--- src/hw/fetch_pkg.sv ---
/*
 * fetch stage shared definitions
 * sizes, fetch states and the packed structs carried between the
 * scheduler, the instruction cache and the instruction buffer
 */
package fetch_pkg;

    localparam int NUM_WARPS         = 4;
    localparam int NUM_THREADS       = 4;
    localparam int NW_WIDTH          = 2;
    localparam int UUID_WIDTH        = 8;
    localparam int IBUF_SIZE         = 4;
    localparam int ICACHE_ADDR_WIDTH = 30;

    // counter must reach IBUF_SIZE itself
    localparam int IBUF_CNT_WIDTH    = $clog2(IBUF_SIZE + 1);

    typedef enum logic [1:0] {
        ST_LOW   = 2'b00,
        ST_HIGH  = 2'b01,
        ST_SPLIT = 2'b10
    } fetch_state_t;

    typedef struct packed {
        logic [NW_WIDTH-1:0]    wid;
        logic [31:0]            pc;
        logic [NUM_THREADS-1:0] tmask;
        fetch_state_t           state;
        logic [UUID_WIDTH-1:0]  uuid;
    } schedule_t;

    typedef struct packed {
        logic [UUID_WIDTH-1:0] uuid;
        logic [NW_WIDTH-1:0]   wid;
    } icache_tag_t;

    typedef struct packed {
        logic [ICACHE_ADDR_WIDTH-1:0] addr;
        icache_tag_t                  tag;
    } icache_req_t;

    typedef struct packed {
        logic [31:0] data;
        icache_tag_t tag;
    } icache_rsp_t;

    // context of the request in flight for one warp
    typedef struct packed {
        logic [31:0]            pc;
        logic [NUM_THREADS-1:0] tmask;
        fetch_state_t           state;
    } tag_entry_t;

    typedef struct packed {
        logic [NW_WIDTH-1:0]    wid;
        logic [31:0]            pc;
        logic [NUM_THREADS-1:0] tmask;
        logic [UUID_WIDTH-1:0]  uuid;
        logic [31:0]            instr;
        logic                   rvc;
        fetch_state_t           next_state;
        logic                   incomplete;
    } fetch_t;

endpackage

--- src/hw/fetch_elastic_buf.sv ---
/*
 * two-entry elastic buffer
 * registered output plus a spill slot, so ready is also a register
 */
`timescale 1ns/1ps

module fetch_elastic_buf #(
    parameter type payload_t = logic [31:0]
) (
    input  logic     clk,
    input  logic     rst_n,
    input  logic     in_valid,
    output logic     in_ready,
    input  payload_t in_data,
    output logic     out_valid,
    input  logic     out_ready,
    output payload_t out_data
);

    logic     spill_valid;
    payload_t spill_data;
    logic     out_free;

    // output slot can take a new entry this cycle
    assign out_free = out_ready || !out_valid;
    assign in_ready = !spill_valid;

    always_ff @(posedge clk or negedge rst_n) begin
        if (!rst_n) begin
            out_valid   <= 1'b0;
            spill_valid <= 1'b0;
        end else if (out_free) begin
            out_valid   <= spill_valid || in_valid;
            spill_valid <= 1'b0;
        end else if (in_valid && in_ready) begin
            spill_valid <= 1'b1;
        end
    end

    always_ff @(posedge clk) begin
        if (out_free) begin
            // spill entry is older, drain it first
            out_data <= spill_valid ? spill_data : in_data;
        end else if (in_valid && in_ready) begin
            spill_data <= in_data;
        end
    end

endmodule

--- src/hw/fetch_pending_count.sv ---
/*
 * pending instruction counter for one warp
 * counts fetches not yet popped from the instruction buffer
 */
`timescale 1ns/1ps

module fetch_pending_count (
    input  logic clk,
    input  logic rst_n,
    input  logic incr,
    input  logic decr,
    output logic full
);
    import fetch_pkg::*;

    logic [IBUF_CNT_WIDTH-1:0] count;

    always_ff @(posedge clk or negedge rst_n) begin
        if (!rst_n) begin
            count <= '0;
        end else if (incr && !decr) begin
            count <= count + 1'b1;
        end else if (decr && !incr && count != '0) begin
            count <= count - 1'b1;
        end
    end

    assign full = (count == IBUF_CNT_WIDTH'(IBUF_SIZE));

endmodule

--- src/hw/fetch_tag_store.sv ---
/*
 * warp-indexed tag store
 * keeps pc, tmask and state of each warp's fetch in flight
 */
`timescale 1ns/1ps

module fetch_tag_store (
    input  logic                         clk,
    input  logic [fetch_pkg::NW_WIDTH-1:0] waddr,
    input  logic                         wen,
    input  fetch_pkg::tag_entry_t        wdata,
    input  logic [fetch_pkg::NW_WIDTH-1:0] raddr,
    output fetch_pkg::tag_entry_t        rdata
);
    import fetch_pkg::*;

    tag_entry_t mem [NUM_WARPS];

    always_ff @(posedge clk) begin
        if (wen) begin
            mem[waddr] <= wdata;
        end
    end

    // lut read, response looks up its context in the same cycle
    assign rdata = mem[raddr];

endmodule

--- src/hw/fetch_decompress.sv ---
/*
 * compressed instruction expander
 * picks the instruction out of a cache word, expands rvc halves,
 * joins instructions split across words and registers the result
 */
`timescale 1ns/1ps

module fetch_decompress (
    input  logic                             clk,
    input  logic                             rst_n,
    input  logic                             in_valid,
    output logic                             in_ready,
    input  logic [31:0]                      in_pc,
    input  logic [fetch_pkg::NUM_THREADS-1:0] in_tmask,
    input  logic [fetch_pkg::NW_WIDTH-1:0]   in_wid,
    input  logic [fetch_pkg::UUID_WIDTH-1:0] in_uuid,
    input  fetch_pkg::fetch_state_t          in_state,
    input  logic [31:0]                      in_word,
    output logic                             out_valid,
    input  logic                             out_ready,
    output fetch_pkg::fetch_t                out_data
);
    import fetch_pkg::*;

    logic [15:0] saved_half [NUM_WARPS];
    logic [15:0] lo_half;
    logic [15:0] hi_half;
    logic        save_hi;
    fetch_t      result;

    // c.addi, c.li, c.mv and c.add only
    function automatic logic [31:0] expand(input logic [15:0] c);
        logic [11:0] imm;
        logic [4:0]  rd;
        logic [4:0]  rs2;
        imm    = {{6{c[12]}}, c[12], c[6:2]};
        rd     = c[11:7];
        rs2    = c[6:2];
        expand = '0;
        if (c[1:0] == 2'b01 && c[15:13] == 3'b000) begin
            expand = {imm, rd, 3'b000, rd, 7'b0010011};
        end else if (c[1:0] == 2'b01 && c[15:13] == 3'b010) begin
            expand = {imm, 5'd0, 3'b000, rd, 7'b0010011};
        end else if (c[1:0] == 2'b10 && c[15:13] == 3'b100 && rs2 != 5'd0) begin
            // bit 12 selects c.add over c.mv
            if (c[12]) begin
                expand = {7'd0, rs2, rd, 3'b000, rd, 7'b0110011};
            end else begin
                expand = {7'd0, rs2, 5'd0, 3'b000, rd, 7'b0110011};
            end
        end
    endfunction

    assign lo_half = in_word[15:0];
    assign hi_half = in_word[31:16];

    always_comb begin
        result            = '0;
        result.wid        = in_wid;
        result.pc         = in_pc;
        result.tmask      = in_tmask;
        result.uuid       = in_uuid;
        result.next_state = ST_LOW;
        unique case (in_state)
            ST_LOW: begin
                if (lo_half[1:0] != 2'b11) begin
                    result.instr      = expand(lo_half);
                    result.rvc        = 1'b1;
                    result.next_state = ST_HIGH;
                end else begin
                    result.instr = in_word;
                end
            end
            ST_HIGH: begin
                if (hi_half[1:0] != 2'b11) begin
                    result.instr = expand(hi_half);
                    result.rvc   = 1'b1;
                end else begin
                    // low half of a 32-bit op, rest is in the next word
                    result.incomplete = 1'b1;
                    result.next_state = ST_SPLIT;
                end
            end
            ST_SPLIT: begin
                result.instr = {lo_half, saved_half[in_wid]};
            end
            default: begin
                result.instr = '0;
            end
        endcase
    end

    assign save_hi = in_valid && in_ready && in_state == ST_HIGH && hi_half[1:0] == 2'b11;

    always_ff @(posedge clk) begin
        if (save_hi) begin
            saved_half[in_wid] <= hi_half;
        end
    end

    fetch_elastic_buf #(
        .payload_t (fetch_t)
    ) out_buf (
        .clk       (clk),
        .rst_n     (rst_n),
        .in_valid  (in_valid),
        .in_ready  (in_ready),
        .in_data   (result),
        .out_valid (out_valid),
        .out_ready (out_ready),
        .out_data  (out_data)
    );

endmodule

--- src/hw/fetch_unit.sv ---
/*
 * instruction fetch stage
 * throttles warps on instruction buffer space, issues icache requests
 * and turns icache responses into decoded fetch entries
 */
`timescale 1ns/1ps

module fetch_unit (
    input  logic                             clk,
    input  logic                             rst_n,
    input  logic                             sched_valid,
    output logic                             sched_ready,
    input  fetch_pkg::schedule_t             sched_data,
    output logic                             icache_req_valid,
    input  logic                             icache_req_ready,
    output fetch_pkg::icache_req_t           icache_req_data,
    input  logic                             icache_rsp_valid,
    output logic                             icache_rsp_ready,
    input  fetch_pkg::icache_rsp_t           icache_rsp_data,
    output logic                             fetch_valid,
    input  logic                             fetch_ready,
    output fetch_pkg::fetch_t                fetch_data,
    input  logic [fetch_pkg::NUM_WARPS-1:0]  ibuf_pop
);
    import fetch_pkg::*;

    logic                 sched_fire;
    logic                 ibuf_ready;
    logic                 req_buf_ready;
    logic [NUM_WARPS-1:0] pending_full;
    icache_req_t          req;
    tag_entry_t           rsp_ctx;

    assign sched_fire  = sched_valid && sched_ready;
    assign ibuf_ready  = !pending_full[sched_data.wid];
    assign sched_ready = req_buf_ready && ibuf_ready;

    // keeps the instruction buffer from overflowing
    for (genvar i = 0; i < NUM_WARPS; i++) begin : g_pending
        fetch_pending_count pending (
            .clk   (clk),
            .rst_n (rst_n),
            .incr  (sched_fire && sched_data.wid == NW_WIDTH'(i)),
            .decr  (ibuf_pop[i]),
            .full  (pending_full[i])
        );
    end

    // split fetch continues in the next word
    assign req.addr = sched_data.pc[2 +: ICACHE_ADDR_WIDTH]
                    + ICACHE_ADDR_WIDTH'(sched_data.state == ST_SPLIT);
    assign req.tag  = '{uuid: sched_data.uuid, wid: sched_data.wid};

    fetch_tag_store tag_store (
        .clk   (clk),
        .waddr (sched_data.wid),
        .wen   (sched_fire),
        .wdata ('{pc: sched_data.pc, tmask: sched_data.tmask, state: sched_data.state}),
        .raddr (icache_rsp_data.tag.wid),
        .rdata (rsp_ctx)
    );

    fetch_elastic_buf #(
        .payload_t (icache_req_t)
    ) req_buf (
        .clk       (clk),
        .rst_n     (rst_n),
        .in_valid  (sched_valid && ibuf_ready),
        .in_ready  (req_buf_ready),
        .in_data   (req),
        .out_valid (icache_req_valid),
        .out_ready (icache_req_ready),
        .out_data  (icache_req_data)
    );

    fetch_decompress decomp (
        .clk       (clk),
        .rst_n     (rst_n),
        .in_valid  (icache_rsp_valid),
        .in_ready  (icache_rsp_ready),
        .in_pc     (rsp_ctx.pc),
        .in_tmask  (rsp_ctx.tmask),
        .in_wid    (icache_rsp_data.tag.wid),
        .in_uuid   (icache_rsp_data.tag.uuid),
        .in_state  (rsp_ctx.state),
        .in_word   (icache_rsp_data.data),
        .out_valid (fetch_valid),
        .out_ready (fetch_ready),
        .out_data  (fetch_data)
    );

endmodule

--- config.mk ---
export PLATFORM = sky130hd
export DESIGN_NAME = fetch_unit
export DESIGN_NICKNAME = d
export VERILOG_FILES = /design/src/hw/fetch_pkg.sv /design/src/hw/fetch_elastic_buf.sv /design/src/hw/fetch_pending_count.sv /design/src/hw/fetch_tag_store.sv /design/src/hw/fetch_decompress.sv /design/src/hw/fetch_unit.sv
export SDC_FILE = /design/constraint.sdc
export NUM_CORES = 1
export LEC_CHECK = 0
export BUFFER_PORTS_ARGS = -buffer_cell sky130_fd_sc_hd__buf_2
export CAP_MARGIN = 20
export CORE_UTILIZATION = 45
export CTS_BUF_LIST = sky130_fd_sc_hd__clkbuf_16
export CTS_CLUSTER_DIAMETER = 50
export DETAILED_ROUTE_END_ITERATION = 10
export PLACE_DENSITY = 0.72
export SYNTH_ARGS = -nofsm -noshare
export SYNTH_HDL_FRONTEND = slang
export SYNTH_SLANG_ARGS = --single-unit
--- constraint.sdc ---
create_clock -name clk -period 24.1 [get_ports clk]
set_clock_uncertainty 0.15 [all_clocks]
set_input_delay 4.82 -clock clk [delete_from_list [all_inputs] [get_ports clk]]
set_output_delay 4.82 -clock clk [all_outputs]
set_load 0.005 [all_outputs]
==> After elaboration in Yosys (flattened, before gate mapping) <==
Memory sizes are Yosys's and may differ from the RTL's.
Cells that the tools add are included.
{ "op_classes": {"addsub": 9, "mux": 35, "reduce_logical": 66, "n_lt_le_gt_ge": 1, "eq_ne": 21, "n_bitwise": 2} }
{ "op_table": {"columns": ["operator", "n"], "rows": [
  ["32-bit 2-to-1 mux", 5],
  ["32-bit case mux with 3 select lines", 1],
  ["82-bit 2-to-1 mux", 1],
  ["25-bit 2-to-1 mux", 2],
  ["20-bit 2-to-1 mux", 2],
  ["40-bit 2-to-1 mux", 1],
  ["33-bit 2-to-1 mux", 1],
  ["1-bit logical AND", 31],
  ["30-bit by 1-bit adder with 30-bit output", 1],
  ["3-bit 2-to-1 mux", 10],
  ["3-bit equality test (second input constant)", 6],
  ["2-bit equality test (second input constant)", 7],
  ["1-bit logical NOT", 13],
  ["3-bit by 1-bit adder with 3-bit output (second input constant)", 4],
  ["2-bit nonzero test", 6],
  ["3-bit nonzero test", 4],
  ["3-bit by 1-bit subtractor with 3-bit output (second input constant)", 4],
  ["1-bit 2-to-1 mux", 10],
  ["5-bit nonzero test", 2],
  ["2-bit by 1-bit equality test with 1-bit output (second input constant)", 4],
  ["3-bit by 2-bit equality test with 1-bit output (second input constant)", 2],
  ["3-bit logical NOT", 2],
  ["3-bit case mux with 2 select lines", 1],
  ["2-bit logical NOT", 2],
  ["6 further kinds", 12]
]} }
{ "word_totals": {"regBits": 260, "n_memories": 2, "ramBits": 216, "wordCells": 166, "inputBits": 100, "output_inout_bits": 126} }
{ "mem_list": {"columns": ["memory", "depth", "word_bits", "read_ports", "rd_clocked_by_memory_dff", "wr", "line", "text"], "rows": [
  ["tag_store.mem", 4, 38, 1, 0, 1, "fetch_tag_store.sv:17", "tag_entry_t mem [NUM_WARPS];"],
  ["decomp.saved_half", 4, 16, 1, 0, 1, "fetch_decompress.sv:25", "logic [15:0] saved_half [NUM_WARPS];"]
]} }

==> Logic depth before layout (Yosys ltp) <==
Gate-level depths: netlist of run 1.
{ "depth": {"ltp_word": 12, "mapped_depth": 10, "mapped_depth_nobuf": 9} }

==> Cells and area by module <==
From an unflattened synthesis of run 1, not the netlist that was laid out.
{ "unflattened": {"hier_cells": 1011, "area_unflattened_um2": 19474.9} }
{ "modules_own_cells": {"columns": ["module", "cells_per_inst", "seq_area_each_um2", "area_each_um2", "n_inst"], "rows": [
  ["fetch_elastic_buf at decomp.out_buf", 263, 4974.8, 6155.9, 1],
  ["fetch_tag_store", 202, 4564.4, 5529.1, 1],
  ["fetch_elastic_buf at req_buf", 133, 2452.4, 3156.8, 1],
  ["fetch_decompress", 224, 1921.8, 3124.2, 1],
  ["fetch_pending_count", 22, 75.1, 205.2, 4],
  ["fetch_unit", 101, 0.0, 688.2, 1]
]} }

==> Least setup slack after synthesis of run 1 <==
No wires, ideal clock.
{ "synth_path": {"path_kind": "input port to flip-flop", "start": "input fetch_ready", "end": "register decomp.out_buf.spill_data[10] (netlist name), enable pin", "setup_time_ps": 637, "n_path_buf": 0, "arrival_time_ps": 12874, "path_stages": 2, "path_slack_ps": 10439, "required_time_ps": 23313, "path_cell_list": "nand2b_1 -> nor3b_1"} }
{ "synth_between": {"elab_chain_cells": 3} }
{ "synth_rtl": {"columns": ["item", "line", "text"], "rows": [
  ["start: declaration", "fetch_unit.sv:21", "input logic fetch_ready,"],
  ["1-bit logical OR", "fetch_elastic_buf.sv:25", "assign out_free = out_ready || !out_valid;"],
  ["1-bit inverter (no line)", null, null],
  ["2-bit AND reduction (no line)", null, null],
  ["end signal: assignment", "fetch_elastic_buf.sv:45", "spill_data <= in_data;"],
  ["end: declaration", "fetch_elastic_buf.sv:21", "payload_t spill_data;"]
]} }
No other way between the ends.
A chain may end at the register's enable or synchronous reset.

==> Final worst setup path of run 1 <==
{ "layout_path": {"start": "input sched_data[47] (netlist name)", "end": "output sched_ready"} }
{ "layout_between": {"elab_chain_cells": 4} }
{ "layout_rtl": {"columns": ["item", "line", "text"], "rows": [
  ["start: declaration", "fetch_unit.sv:13", "input fetch_pkg::schedule_t sched_data,"],
  ["1-bit binary-select mux with 2-bit select", "fetch_unit.sv:35", "assign ibuf_ready = !pending_full[sched_data.wid];"],
  ["1-bit 2-to-1 mux (not written as such)", "fetch_unit.sv:35", null],
  ["1-bit logical NOT", "fetch_unit.sv:35", null],
  ["1-bit logical AND", "fetch_unit.sv:36", "assign sched_ready = req_buf_ready && ibuf_ready;"],
  ["end: declaration", "fetch_unit.sv:12", "output logic sched_ready,"]
]} }
No other way between the ends. The select of a mux whose other input is x is not followed.

==> results_dict.tcl, run 1 <==
set metrics [dict create \
    worst_ep_required_time_ns 19.13 \
    die_area_mm2 0.04330 \
    ys_warn_count 0 \
    wl_mm 41.54 \
    cp-start-kind "primary input" \
    cts_buffer_depth 3 \
    post-cts-setup-buffers 0 \
    wl_per_cell_um 21.43 \
    leakage_nw 8.186 \
    ys.flop_type "edfxtp_1" \
    fin_crit_sh_pct 44.69 \
    num_rows 75 \
    max-slew-margin-rel_pct 36.18 \
    ir_drop_uv 67.23 \
    power_density_mw_per_mm2 89.44 \
    gp_congestion 0.8609 \
    ys_async_sr_fraction_pct 3.376 \
    die_height_um 208.1 \
    ctsResizeCount 0 \
    ys_seq_area_share_pct 74.06 \
    hold_viol_final 0 \
    drt_iter0_markers 889 \
    worstMarginPinSlew_ns 0.9563 \
    worstSkewPairLatency_ns 0.59 \
    grt.total_usage_pct 19.38 \
    synth.cell_area_mm2 0.01911 \
    grt_pass1_wl_mm 63.74 \
    finalNetCount 1462 \
    ctsHoldBuffers 0 \
    hold_class "reg2reg" \
    core_area_mm2 0.04195 \
    drive_gt1_share_pct 34.48 \
    ys_types 70 \
    cts_buffers 51 \
    layout_common_cells "edfxtp_1 (458), buf_2 (224), nand2_1 (155)" \
    end_kind "output port" \
    htreeDepth 2 \
    setup_viol 0 \
    io_buffers 225 \
    crit_fanout 6 \
    rsz0062_at_grt "false" \
    slew_viol_final 0 \
    layout_commonest_cell "edfxtp_1" \
    synth_fp_nets 1212 \
    hpwl_mm 25.87 \
    clock_sinks 474 \
    overflow 0 \
    vias_per_cell 5.555 \
    ios 226 \
    drc 0 \
    fmax_mhz 92.84 \
    synth_seq_cells 474 \
    synth_edf_count 458 \
    via_count 10765 \
    min_period_ns 10.77 \
    initial_utilization_pct 45.56 \
    area_growth_pct 17.83 \
    grt_antenna_before_repair 0 \
    maxCapViolCount 0 \
    avgSynthCellArea_um2 17.28 \
    die_width_um 208.1 \
    clock_tree.root_cell "clkbuf_16" \
    setup_tns_ns 0 \
    cts.reportedPaths.clkPinSlew_ns 0.06 \
    worstSetupPathType "in2out" \
    grt_pass1_vias 11102 \
    detailedRoute.firstPassIterationCount 5 \
    critPathArrivalTime_ns 5.80 \
    cts_tree "yes" \
    syn_inst 1106 \
    ant_nets 0 \
    p_total_mw 2.014 \
    grt_max_degree 67 \
    status "finished clean" \
]
critical path, cell delays in order:
cell and delay (ns):
buf_2 0.16, mux4_2 0.56, nor2_1 0.13, buf_2 0.13
final timing paths:
check	from	endpoint	slack [ns]	cells after the start
max reg2reg	req_buf.spill_valid	g_pending[3].pending.count[2]	20.68	10
max in group asynchronous	rst_n	req_buf.spill_valid	19.41	1
min	decomp.out_buf.spill_data[59]	decomp.out_buf.out_data[59]	0.35	2
max	sched_data[47]	sched_ready	13.33	4
min reg2reg	decomp.out_buf.spill_data[59]	decomp.out_buf.out_data[59]	0.35	2
min in group asynchronous	rst_n	decomp.out_buf.out_valid	4.03	1
per-stage QoR:
step           util (%)  setup slack, ns  std cells  area (µm²)  hold slack, ns
6_report          53.69            13.33       1938       22520          0.3512
5_1_grt           53.68            13.26       1937       22520          0.3725
4_1_cts           53.68            13.33       1937       22520          0.3568
3_5_place_dp      49.80            13.33       1842       20890          0.3471
3_3_place_gp      49.75            13.32       1840       20870          0.3478
2_1_floorplan         -            10.44       1106       19110          0.3224
cells in the mapped netlist (all sizes together), types with 17 or more instances:
master    n  area, µm²
edfxtp  458      13750
nand2   155      581.8
mux2     79      893.4
mux4     55       1239
nor2     41      153.9
xnor2    25      219.0
clkbuf   24      90.09
buf      22      121.4
o21ai    22      110.1
nand3    20      100.1
a21oi    18      90.09
inv      17      63.81
where the power goes:
| part | internal (mW) | switching [mW] | leakage [nW] |
|---|---|---|---|
| Clock | 0.431 | 0.319 | 0.841 |
| Sequential | 0.995 | 0.0352 | 4.50 |
| Combinational | 0.101 | 0.133 | 2.85 |
final cells by class:
type | instances | area (µm²)
flip-flops and latches | 474 | 14160
diodes | 1 | 2.502
repair buffers | 243 | 1267
multi-input cells | 569 | 4726
well taps | 539 | 674.4
clock inverters | 44 | 352.8
inverters | 17 | 63.81
clock buffers | 51 | 1276
fillers | 3305 | 19430
flip-flops by register name (all words and copies together), names as in the netlist, 12 cells and up:
| name | flops |
|---|---|
| req_buf.out_data | 40 |
| decomp.saved_half | 64 |
| tag_store.mem | 152 |
| decomp.out_buf.spill_data | 81 |
| req_buf.spill_data | 40 |
| g_pending.pending.count | 12 |
| decomp.out_buf.out_data | 81 |
cell families after synthesis:
group	Yosys count	share of synthesized area (%)
AND/OR/NAND/NOR	291	7.130
XOR/XNOR	31	1.421
multiplexers	139	11.42
AO/OA/AOI/OAI	102	3.981
flip-flops	474	74.06
adder cells (fa/ha/maj)	6	0.5499
buffers and inverters	63	1.440
metal layers:
layer | routed length [µm] | share of wire, % | global-route usage [%]
met5 | 0 | 0 | 0
met3 | 3468 | 8.3 | 4.196
met4 | 982 | 2.4 | 6.590
met1 | 16770 | 40 | 25.30
met2 | 20310 | 49 | 32.24
Note: power is estimated with default switching activity, not from simulation.
==> inputs of run 2 (changes only) <==
Clock period 24.1 ns to 11.3 ns, I/O delays scaled along.
==> results_dict.tcl, run 2 (synthesis results as in run 1) <==
set metrics [dict create \
    fillers 3346 \
    clock_sinks 474 \
    initial_utilization_pct 45.56 \
    via_count 10739 \
    setup_viol 0 \
    htreeDepth 2 \
    power_density_mw_per_mm2 190.0 \
    fmax_mhz 177.6 \
    gp_congestion 0.8203 \
    worstSetupStartpoint "sched_data[47]" \
    worstMarginPinSlew_ns 0.9812 \
    cts_tree "yes" \
    fin_cells 1931 \
    hold-path-endpoint "decomp.out_buf.out_data[63]" \
    wl_met3_mm 3.072 \
    num_rows 75 \
    largest_registers "tag_store.mem (152), decomp.out_buf.out_data (81), decomp.out_buf.spill_data (81)" \
    wl_per_cell_um 21.71 \
    critPathArrivalTime_ns 3.22 \
    p_sw_share_pct 24.19 \
    largest_reg_flops 152 \
    worstRegToRegCells 8 \
    max-slew-margin-rel_pct 34.49 \
    worstSetupPathType "in2out" \
    hold_class "reg2reg" \
    overflow 0 \
    layout_commonest_cell "edfxtp_1" \
    ant_nets 0 \
    dp_slack_ns 5.658 \
    die_area_mm2 0.04330 \
    grt_pass1_vias 10986 \
    rsz0062_at_grt "false" \
    hold_path.startpoint "decomp.out_buf.spill_data[63]" \
    power_frac_clock_pct 36.9 \
    worstSkewPairLatency_ns 0.59 \
    drt_iter0_markers 896 \
    ff2ff_setup_slack_ns 7.72 \
    hold_viol_final 0 \
    r2r_end "g_pending[1].pending.count[2]" \
    dp_cells 1843 \
    grt.total_usage_pct 19.57 \
    leakage_nw 8.158 \
    post-cts-setup-buffers 0 \
    fin_crit_sh_pct 49.82 \
    crit_fanout 6 \
    ctsHoldBuffers 0 \
    p_sw_mw 1.033 \
    hpwl_mm 26.54 \
    ctsResizeCount 0 \
    grt_antenna_before_repair 0 \
    p_total_mw 4.271 \
    reg2reg_from "req_buf.spill_valid" \
    clock_tree.root_cell "clkbuf_16" \
    cts_buffer_depth 3 \
    ios 226 \
    core_area_mm2 0.04195 \
    power_frac_comb_pct 11.6 \
    route.layer.met1.wl_mm 17.70 \
    largest_register "tag_store.mem" \
    cp-start-kind "primary input" \
    drc 0 \
    slew_viol_final 0 \
    wl_mm 41.92 \
    cts_buffers 50 \
    io_buffers 225 \
    setup_slack_ns 5.670 \
    layout_common_cells "edfxtp_1 (458), buf_2 (224), nand2_1 (155)" \
    end_kind "output port" \
    detailedRoute.firstPassIterationCount 5 \
    setup_tns_ns 0 \
    cts.reportedPaths.clkPinSlew_ns 0.06 \
    p_int_mw 3.238 \
    finalNetCount 1462 \
    pwr-share-seq_pct 51.4 \
    top_layer "met4" \
    maxCapViolCount 0 \
    ir_drop_uv 127.3 \
    min_period_ns 5.630 \
    die_height_um 208.1 \
    grt_max_degree 67 \
    hold_depth 2 \
    area_growth_pct 17.61 \
    worst_ep_required_time_ns 8.89 \
    status "finished clean" \
    grt_pass1_wl_mm 64.33 \
    vias_per_cell 5.561 \
    fin_worst_hold_slack_ns 0.3579 \
    drive_gt1_share_pct 34.51 \
    dr_wl_met2_mm 20.14 \
    die_width_um 208.1 \
]
==> run 2: changes by cell type in the layout (fill, tap and decap cells not counted) <==
cell	delta
clkinv_1	-2
clkinv_8	-1
inv_6	+3
inv_8	-2
clkinvlp_4	-2
inv_1	-5
clkinv_2	-1
clkbuf_16	-1
buf_4	+1
nor2_1	+2
nor2_2	-2
inv_16	+1
clkinv_4	+2
==> run 2: worst max path at each step <==
stage	end	slack, ns	cells past startpoint
final	sched_ready	5.67	4
after global routing	sched_ready	5.62	4
after CTS	sched_ready	5.67	4
after detailed placement	decomp.saved_half[3][11]	5.66	7
after global placement	decomp.out_buf.out_data[28]	5.44	7
after floorplan	decomp.out_buf.spill_data[10]	0.20	2
==> run 2: power groups by stage <==
stage	logic [mW]	clock network (mW)	registers (mW)
final	0.497	1.58	2.20
after global routing	0.549	1.68	2.21
after CTS	0.505	1.61	2.20
after detailed placement	0.503	0	2.23
after global placement	0.486	0	2.23
after floorplan	0.289	0	2.23
==> run 2: area by class of cell <==
cell class	instances	area [µm²]	share of cell area [%]
Sequential cell	474	14160	62.99
Multi-Input combinational cell	569	4721	21.00
Timing Repair Buffer	244	1275	5.673
Clock buffer	50	1251	5.567
Tap cell	539	674.4	3.001
Clock inverter	37	331.6	1.475
Inverter	17	63.81	0.2839
Antenna cell	1	2.502	0.01113
==> run 2: per-stage QoR <==
stage,cell area (µm²),utilization (%)
final,22480,53.58
after global routing,22470,53.57
after CTS,22470,53.57
after detailed placement,20890,49.80
after global placement,20870,49.76
after floorplan,19110,-
==> run 2: critical path, cell delays in order <==
cell and delay [ns]:
buf_2 0.16, mux4_2 0.56, nor2_1 0.11, buf_2 0.12
==> run 2: per-layer routing <==
metal  up-vias  global-route usage [%]
met4         0                   6.845
li1       4837                       -
met1      5410                   26.68
met2       422                   31.08
met5         -                       0
met3        70                   4.438
